<file path="src/common/memPkg.sv">
package memPkg;

    // byte-addressed RAM, 4 KiB
    localparam int AddrWidth = 12;
    localparam int RamDepth = 2 ** AddrWidth;

    // instruction and data words
    localparam int WordWidth = 32;
    localparam int ByteWidth = 8;
    localparam int BytesPerWord = WordWidth / ByteWidth;
    localparam int ByteIdxWidth = $clog2(BytesPerWord);

    // value is the byte count itself
    typedef enum logic [2:0] {
        LenByte = 3'd1,
        LenHalf = 3'd2,
        LenWord = 3'd4
    } accLenT;

    typedef enum logic [1:0] {
        KindFetch = 2'd0,
        KindLoad  = 2'd1,
        KindStore = 2'd2
    } reqKindT;

    // anything but 1, 2 or 4 bytes is illegal
    function automatic logic isLegalLen(input logic [2:0] len);
        return (len == LenByte) || (len == LenHalf) || (len == LenWord);
    endfunction

endpackage
</file>
<file path="src/memCtrl/memCtrl.sv">
module memCtrl (
    input  logic                         clk,
    input  logic                         rst,
    input  logic                         rdy,
    input  logic                         ioBufferFull,
    input  logic                         fetchEn,
    input  logic [memPkg::AddrWidth-1:0] fetchAddr,
    output logic                         fetchDone,
    output logic [memPkg::WordWidth-1:0] fetchInst,
    input  logic                         dataEn,
    input  logic                         dataStore,
    input  memPkg::accLenT               dataLen,
    input  logic [memPkg::AddrWidth-1:0] dataAddr,
    input  logic [memPkg::WordWidth-1:0] dataWrData,
    output logic                         dataDone,
    output logic [memPkg::WordWidth-1:0] dataRdData,
    output logic [memPkg::AddrWidth-1:0] ramAddr,
    output logic                         ramWe,
    output logic [memPkg::ByteWidth-1:0] ramWrByte,
    input  logic [memPkg::ByteWidth-1:0] ramRdByte
);
    import memPkg::*;

    logic                    stall;
    logic                    start;
    reqKindT                 kind;
    logic [AddrWidth-1:0]    addr;
    accLenT                  len;
    logic [WordWidth-1:0]    wrData;
    logic                    seqIdle;
    logic                    byteRead;
    logic [ByteIdxWidth-1:0] byteIdx;
    logic                    lastByte;
    reqKindT                 readKind;
    logic                    storeDone;
    logic                    loadDone;
    logic [WordWidth-1:0]    loadData;

    // no new byte cycles while the core or the IO buffer holds us
    assign stall = !rdy || ioBufferFull;

    reqArbiter i_arbiter (
        .clk        (clk),
        .rst        (rst),
        .stall      (stall),
        .fetchEn    (fetchEn),
        .fetchAddr  (fetchAddr),
        .dataEn     (dataEn),
        .dataStore  (dataStore),
        .dataLen    (dataLen),
        .dataAddr   (dataAddr),
        .dataWrData (dataWrData),
        .seqIdle    (seqIdle),
        .start      (start),
        .kind       (kind),
        .addr       (addr),
        .len        (len),
        .wrData     (wrData)
    );

    byteSequencer i_sequencer (
        .clk       (clk),
        .rst       (rst),
        .stall     (stall),
        .start     (start),
        .kind      (kind),
        .addr      (addr),
        .len       (len),
        .wrData    (wrData),
        .seqIdle   (seqIdle),
        .ramAddr   (ramAddr),
        .ramWe     (ramWe),
        .ramWrByte (ramWrByte),
        .byteRead  (byteRead),
        .byteIdx   (byteIdx),
        .lastByte  (lastByte),
        .readKind  (readKind),
        .storeDone (storeDone)
    );

    wordAssembler i_assembler (
        .clk       (clk),
        .rst       (rst),
        .byteRead  (byteRead),
        .byteIdx   (byteIdx),
        .lastByte  (lastByte),
        .readKind  (readKind),
        .ramRdByte (ramRdByte),
        .fetchDone (fetchDone),
        .fetchInst (fetchInst),
        .loadDone  (loadDone),
        .loadData  (loadData)
    );

    assign dataDone = storeDone || loadDone;
    // stores return nothing
    assign dataRdData = storeDone ? '0 : loadData;

endmodule

</file>
<file path="src/memCtrl/wordAssembler.sv">
module wordAssembler (
    input  logic                            clk,
    input  logic                            rst,
    input  logic                            byteRead,
    input  logic [memPkg::ByteIdxWidth-1:0] byteIdx,
    input  logic                            lastByte,
    input  memPkg::reqKindT                 readKind,
    input  logic [memPkg::ByteWidth-1:0]    ramRdByte,
    output logic                            fetchDone,
    output logic [memPkg::WordWidth-1:0]    fetchInst,
    output logic                            loadDone,
    output logic [memPkg::WordWidth-1:0]    loadData
);
    import memPkg::*;

    logic                    tagRead;
    logic                    tagLast;
    logic [ByteIdxWidth-1:0] tagIdx;
    reqKindT                 tagKind;
    logic [WordWidth-1:0]    accum;
    logic [WordWidth-1:0]    merged;
    logic                    wordDone;

    // tags lag one cycle to meet the RAM read data
    always_ff @(posedge clk) begin
        if (rst) begin
            tagRead <= 1'b0;
            tagLast <= 1'b0;
        end else begin
            tagRead <= byteRead;
            tagLast <= lastByte;
        end
    end

    always_ff @(posedge clk) begin
        tagIdx <= byteIdx;
        tagKind <= readKind;
    end

    // byte 0 starts a fresh word, upper lanes stay zero
    always_comb begin
        merged = (tagIdx == '0) ? '0 : accum;
        merged[tagIdx*ByteWidth +: ByteWidth] = ramRdByte;
    end

    assign wordDone = tagRead && tagLast;

    always_ff @(posedge clk) begin
        if (tagRead) begin
            accum <= merged;
        end
    end

    always_ff @(posedge clk) begin
        if (rst) begin
            fetchDone <= 1'b0;
            loadDone <= 1'b0;
        end else begin
            fetchDone <= wordDone && (tagKind == KindFetch);
            loadDone <= wordDone && (tagKind != KindFetch);
        end
    end

    always_ff @(posedge clk) begin
        if (wordDone) begin
            if (tagKind == KindFetch) begin
                fetchInst <= merged;
            end else begin
                loadData <= merged;
            end
        end
    end

    // each requester has one access in flight, so done is a single pulse
    fetchDonePulse: assert property (@(posedge clk) disable iff (rst)
        fetchDone |=> !fetchDone);
    loadDonePulse: assert property (@(posedge clk) disable iff (rst)
        loadDone |=> !loadDone);

endmodule

</file>
<file path="src/memCtrl/byteSequencer.sv">
module byteSequencer (
    input  logic                            clk,
    input  logic                            rst,
    input  logic                            stall,
    input  logic                            start,
    input  memPkg::reqKindT                 kind,
    input  logic [memPkg::AddrWidth-1:0]    addr,
    input  memPkg::accLenT                  len,
    input  logic [memPkg::WordWidth-1:0]    wrData,
    output logic                            seqIdle,
    output logic [memPkg::AddrWidth-1:0]    ramAddr,
    output logic                            ramWe,
    output logic [memPkg::ByteWidth-1:0]    ramWrByte,
    output logic                            byteRead,
    output logic [memPkg::ByteIdxWidth-1:0] byteIdx,
    output logic                            lastByte,
    output memPkg::reqKindT                 readKind,
    output logic                            storeDone
);
    import memPkg::*;

    logic                 busy;
    logic [2:0]           cnt;
    logic [2:0]           nextCnt;
    logic                 issue;
    logic                 storeLanded;
    logic [AddrWidth-1:0] baseAddr;
    accLenT               lenQ;
    reqKindT              kindQ;
    logic [WordWidth-1:0] wrDataQ;

    assign seqIdle = !busy;
    assign issue = busy && !stall;
    assign nextCnt = cnt + 3'd1;

    // byte 0 goes out on the same edge that takes the grant
    always_ff @(posedge clk) begin
        if (rst) begin
            busy <= 1'b0;
            cnt <= 3'd0;
            ramWe <= 1'b0;
            byteRead <= 1'b0;
            lastByte <= 1'b0;
            storeLanded <= 1'b0;
            storeDone <= 1'b0;
        end else begin
            // last write lands on this edge, done one cycle later
            storeLanded <= ramWe && lastByte;
            storeDone <= storeLanded;
            if (start) begin
                busy <= (len != LenByte);
                cnt <= 3'd1;
                ramWe <= (kind == KindStore);
                byteRead <= (kind != KindStore);
                lastByte <= (len == LenByte);
            end else if (issue) begin
                busy <= (nextCnt != lenQ);
                cnt <= nextCnt;
                ramWe <= (kindQ == KindStore);
                byteRead <= (kindQ != KindStore);
                lastByte <= (nextCnt == lenQ);
            end else begin
                ramWe <= 1'b0;
                byteRead <= 1'b0;
                lastByte <= 1'b0;
            end
        end
    end

    always_ff @(posedge clk) begin
        if (start) begin
            baseAddr <= addr;
            lenQ <= len;
            kindQ <= kind;
            wrDataQ <= wrData;
            ramAddr <= addr;
            ramWrByte <= wrData[ByteWidth-1:0];
            byteIdx <= '0;
            readKind <= kind;
        end else if (issue) begin
            // little endian, address wraps at the top of the RAM
            ramAddr <= baseAddr + cnt;
            ramWrByte <= wrDataQ[cnt[ByteIdxWidth-1:0]*ByteWidth +: ByteWidth];
            byteIdx <= cnt[ByteIdxWidth-1:0];
        end
    end

    // arbiter must see seqIdle before granting
    noStartWhenBusy: assert property (@(posedge clk) disable iff (rst)
        start |-> !busy);

endmodule

</file>
<file path="src/hdl/reqArbiter.sv">
module reqArbiter (
    input  logic                         clk,
    input  logic                         rst,
    input  logic                         stall,
    input  logic                         fetchEn,
    input  logic [memPkg::AddrWidth-1:0] fetchAddr,
    input  logic                         dataEn,
    input  logic                         dataStore,
    input  memPkg::accLenT               dataLen,
    input  logic [memPkg::AddrWidth-1:0] dataAddr,
    input  logic [memPkg::WordWidth-1:0] dataWrData,
    input  logic                         seqIdle,
    output logic                         start,
    output memPkg::reqKindT              kind,
    output logic [memPkg::AddrWidth-1:0] addr,
    output memPkg::accLenT               len,
    output logic [memPkg::WordWidth-1:0] wrData
);
    import memPkg::*;

    logic                 fetchValid;
    logic [AddrWidth-1:0] fetchAddrQ;
    logic                 dataValid;
    reqKindT              dataKindQ;
    accLenT               dataLenQ;
    logic [AddrWidth-1:0] dataAddrQ;
    logic [WordWidth-1:0] dataWrDataQ;
    logic                 grantData;
    logic                 grantFetch;

    assign start = seqIdle && !stall && (dataValid || fetchValid);
    assign grantData = start && dataValid;
    assign grantFetch = start && !dataValid;

    // data slot goes first
    always_comb begin
        if (dataValid) begin
            kind = dataKindQ;
            addr = dataAddrQ;
            len = dataLenQ;
        end else begin
            kind = KindFetch;
            addr = fetchAddrQ;
            len = LenWord;
        end
    end

    assign wrData = dataWrDataQ;

    always_ff @(posedge clk) begin
        if (rst) begin
            fetchValid <= 1'b0;
            dataValid <= 1'b0;
        end else begin
            if (fetchEn) begin
                fetchValid <= 1'b1;
            end else if (grantFetch) begin
                fetchValid <= 1'b0;
            end
            if (dataEn) begin
                dataValid <= 1'b1;
            end else if (grantData) begin
                dataValid <= 1'b0;
            end
        end
    end

    always_ff @(posedge clk) begin
        if (fetchEn) begin
            fetchAddrQ <= fetchAddr;
        end
        if (dataEn) begin
            dataKindQ <= dataStore ? KindStore : KindLoad;
            dataLenQ <= dataLen;
            dataAddrQ <= dataAddr;
            dataWrDataQ <= dataWrData;
        end
    end

    // requesters wait for their done pulse before strobing again
    slotFreeOnFetch: assert property (@(posedge clk) disable iff (rst)
        fetchEn |-> !fetchValid);
    slotFreeOnData: assert property (@(posedge clk) disable iff (rst)
        dataEn |-> !dataValid);

    legalDataLen: assert property (@(posedge clk) disable iff (rst)
        dataEn |-> isLegalLen(dataLen));

endmodule

</file>
<file path="config.mk">
export PLATFORM = sky130hd
export DESIGN_NAME = memCtrl
export DESIGN_NICKNAME = d
export VERILOG_FILES = /design/src/common/memPkg.sv /design/src/memCtrl/memCtrl.sv /design/src/memCtrl/wordAssembler.sv /design/src/memCtrl/byteSequencer.sv /design/src/hdl/reqArbiter.sv
export SDC_FILE = /design/constraint.sdc
export NUM_CORES = 1
export LEC_CHECK = 0
export ABC_AREA = 1
export BUFFER_PORTS_ARGS = -buffer_cell sky130_fd_sc_hd__buf_2
export CAP_MARGIN = 15
export CORE_MARGIN = 5
export CORE_UTILIZATION = 45
export CTS_BUF_LIST = sky130_fd_sc_hd__clkbuf_4 sky130_fd_sc_hd__clkbuf_8 sky130_fd_sc_hd__clkbuf_16
export CTS_CLUSTER_DIAMETER = 50
export DETAILED_ROUTE_END_ITERATION = 10
export PLACE_DENSITY = 0.71
export SKIP_LAST_GASP = 1
export SYNTH_ARGS = -nofsm -noshare
export SYNTH_HDL_FRONTEND = slang
export SYNTH_SLANG_ARGS = --single-unit
</file>
<file path="constraint.sdc">
create_clock -name clk -period 12.05 [get_ports clk]
set_clock_uncertainty 0.15 [all_clocks]
set_input_delay 3.0125 -clock clk [delete_from_list [all_inputs] [get_ports clk]]
set_output_delay 3.0125 -clock clk [all_outputs]
set_load 0.1 [all_outputs]
</file>
==> results.cfg <==
[cts]
ctsResizeCount = 0
cts_hold_buf = 0
cts_buffers = 27
htree_levels = 1
cts_tree = done
clock_path_buffers = 3
post_cts_buffers = 0
cts.sinks = 247
insertion_delay_ns = 0.52
clkSlewWorstSetupHoldPaths_ns = 0.06
clock-root-buffer = clkbuf_16

[drt]
wirelength_mm = 17.6
drtIter0Drc = 378
wl_per_cell_um = 15.0
ant_nets = 0
firstDrtPassIters = 5
avgViaCountPerCell = 4.78
dr_total_vias = 5628
detail_route.drc_violations = 0

[global_route]
grt_max_degree = 77
grt_pass1_vias = 5549
antenna_found_initial = 0
grt_use_total_pct = 14.5
grt_pass1_wl_mm = 28.2
overflow = 0

[sta]
rsz0062_at_grt = false
worstMarginPinSlew_ns = 0.847
drv_slew = 0
fmaxAchievable_ghz = 0.199
fin_crit_sh_pct = 41.7
fin_crit_ns = 5.02
maxSlewHeadroom_pct = 43.4
tns_ns = 0
setup_viol = 0
hold_viol_final = 0

[cells_and_area]
flow.area_growth_from_synthesis_pct = 20.5
fillers = 1708
n_antenna_cell = 0
instances_no_fill = 1178
fin_nets = 968
drive_gt1_share_pct = 26.0

[power]
comb_power_share_pct = 7.2
powerDensity_mw_per_mm2 = 170
switchingPower_uw = 445
power_switching_share_pct = 23.0
clock_power_share_pct = 41.0
seqPwrFrac_pct = 51.8
p_leak_uw = 0.00449
peakVddDrop_v = 0.000119
p_int_uw = 1490

[yosys]
synth_edf_count = 226
ys.flop_type = edfxtp_1
yosys_register_bits = 247
synthArstFlopShare_pct = 0
ys_types = 33
syn_nets = 800
avgSynthCellArea_um2 = 13.2
ys_seq_area_share_pct = 76.3
ys_warn_count = 0
synth_area_mm2 = 0.00945
synthCells = 716

[die]
die_w_um = 155
io-pin-count = 161
core_region_area_mm2 = 0.0208
design.die.area_mm2 = 0.0240
rows = 53
initial_utilization_pct = 45.4
die_h_um = 155

[hold_path]
hold_start = i_sequencer.byteIdx[1]$_SDFFE_PP0P_
hold_class = register to register

[critical_path]
cpPeakStageDelay_ns = 0.68
cp.arrival_ns = 5.01
critPathMaxFanout = 76
cp.buffers_inverters = 3
reg2reg_from = i_arbiter.dataValid$_SDFFE_PP0P_
slowest_stage = inv_1
crit_required_ns = 12.04
end_kind = register
cpLargestDelayFamily = buffers and inverters
critical_path_class = primary input to register
cp-start-kind = primary input
cp-startpoint = ioBufferFull
cp_cell_sequence = buf_2, nor2_4, nand2_2, nor2_8, buf_4, nor2_1, inv_1

[run]
drv_cap = 0

[placed_design]
dp_hpwl_mm = 11.8
io_buffers = 160
dp.cells = 1129
finalWeightedCongestion = 0.764

[status]
status = complete, no violations
[flip-flops by register name (all words and copies together) (netlist names), 2 cells and up]
signal / count
i_sequencer.baseAddr: 12
i_sequencer.wrDataQ: 32
i_sequencer.lenQ: 3
i_assembler.tagKind: 2
i_arbiter.wrData: 32
i_assembler.fetchInst: 32
i_assembler.tagIdx: 2
i_assembler.accum: 32
i_assembler.loadData: 32
i_sequencer.cnt: 3
i_sequencer.readKind: 2
i_sequencer.ramAddr: 12
i_sequencer.byteIdx: 2
i_arbiter.fetchAddrQ: 12
i_arbiter.dataKindQ: 2
i_arbiter.dataLenQ: 3
i_arbiter.dataAddrQ: 12
i_sequencer.ramWrByte: 8
[through the flow]
stage / area [um2] / hold WS, ns / setup slack [ns] / utilization (%) / total power, uW
CTS: 11400 / 0.216 / 6.58 / 54.6 / 1950
global route: 11400 / 0.230 / 6.83 / 54.7 / 2010
floorplan: 9450 / 0.181 / 7.00 / - / 1110
detailed placement: 10500 / 0.204 / 6.47 / 50.4 / 1160
finish: 11400 / 0.210 / 7.03 / 54.7 / 1930
global placement: 10500 / 0.209 / 6.53 / 50.4 / 1150
[layout make-up]
class / instances / area (um2) / area share [%]
Sequential cell: 247 / 7210 / 63.3
Clock buffer: 30 / 698 / 6.13
Inverter: 86 / 323 / 2.83
Multi-Input combinational cell: 355 / 1770 / 15.5
Tap cell: 275 / 344 / 3.02
Clock inverter: 18 / 171 / 1.51
Timing Repair Buffer: 167 / 873 / 7.67
[power groups by stage]
| stage | logic (uW) | registers [uW] | clock network [uW] |
|---|---|---|---|
| 6_report | 140 | 1000 | 792 |
| 5_1_grt | 155 | 1000 | 850 |
| 4_1_cts | 142 | 1000 | 811 |
| 3_5_place_dp | 141 | 1020 | 0 |
| 3_3_place_gp | 137 | 1020 | 0 |
| 2_1_floorplan | 74.8 | 1040 | 0 |
[cells in the final DEF (no fill, tap or decap), drive strengths merged]
cell type	instances
xnor2	1
clkinvlp	4
fa	1
nor4	1
dfxtp	21
edfxtp	226
buf	167
nor3	12
nor2	105
a31oi	10
bufinv	2
a211oi	9
xor2	5
nand3	23
o31ai	1
clkinv	8
nand2	110
clkbuf	30
a21oi	16
nand4	2
o21ai	30
ha	9
o32ai	1
or2	3
o22ai	16
inv	90
[layer usage]
layer / routed length, um / global-route usage [%] / part of all wire (%) / vias up
met2: 8520 / 24.5 / 48 / 194
met5: 0 / 0 / 0 / -
met3: 1290 / 2.95 / 7.3 / 31
li1: - / - / - / 2807
met1: 7510 / 19.4 / 43 / 2596
met4: 328 / 3.83 / 1.9 / 0
[worst register-to-register path: cells and delay by family (launching register included)]
family | cells | cell delay, ns
and+or+nand+nor | 3 | 0.46
buffers and inverters | 3 | 1.56
DFF | 1 | 0.30
[worst paths after layout]
check	to	slack [ns]	depth (start not counted)
worst max-delay path	i_sequencer.ramWrByte[0]$_DFFE_PP_	7.03	7
worst min register to register	i_assembler.tagIdx[1]$_DFF_P_	0.21	0
worst max register to register	i_sequencer.ramWrByte[0]$_DFFE_PP_	9.20	6
worst min-delay path	i_assembler.tagIdx[1]$_DFF_P_	0.21	0
[cell families (layout without fill, tap and decap cells)]
family / after synthesis / count (layout) / synth area share, %
flip-flops: 247 / 247 / 76.3
AO/OA/AOI/OAI: 83 / 83 / 5.58
AND/OR/NAND/NOR: 256 / 256 / 11.1
buffers and inverters: 114 / 301 / 5.06
adder cells (fa/ha/maj): 10 / 10 / 1.40
XOR/XNOR: 6 / 6 / 0.556
[cell usage after synthesis, types with 3 or more instances]
library cell  number  area share [%]
o22ai_1           16             1.1
inv_2              7            0.28
a31oi_2            8             1.1
xor2_1             5            0.46
a21oi_1           16            0.85
buf_2             13            0.69
inv_1             79             3.1
ha_1               9             1.2
buf_4              3            0.24
o21ai_0           19             1.0
clkbuf_1           9            0.36
o21ai_1           11            0.58
dfxtp_1           21             4.4
buf_6              3            0.36
nor3_1            12            0.64
edfxtp_1         226              72
a211oi_1           9            0.72
nand2_1          108             4.3
nand3_1           23             1.2
nor2_1           102             4.1
No activity file was read; power rests on OpenSTA's default activity.
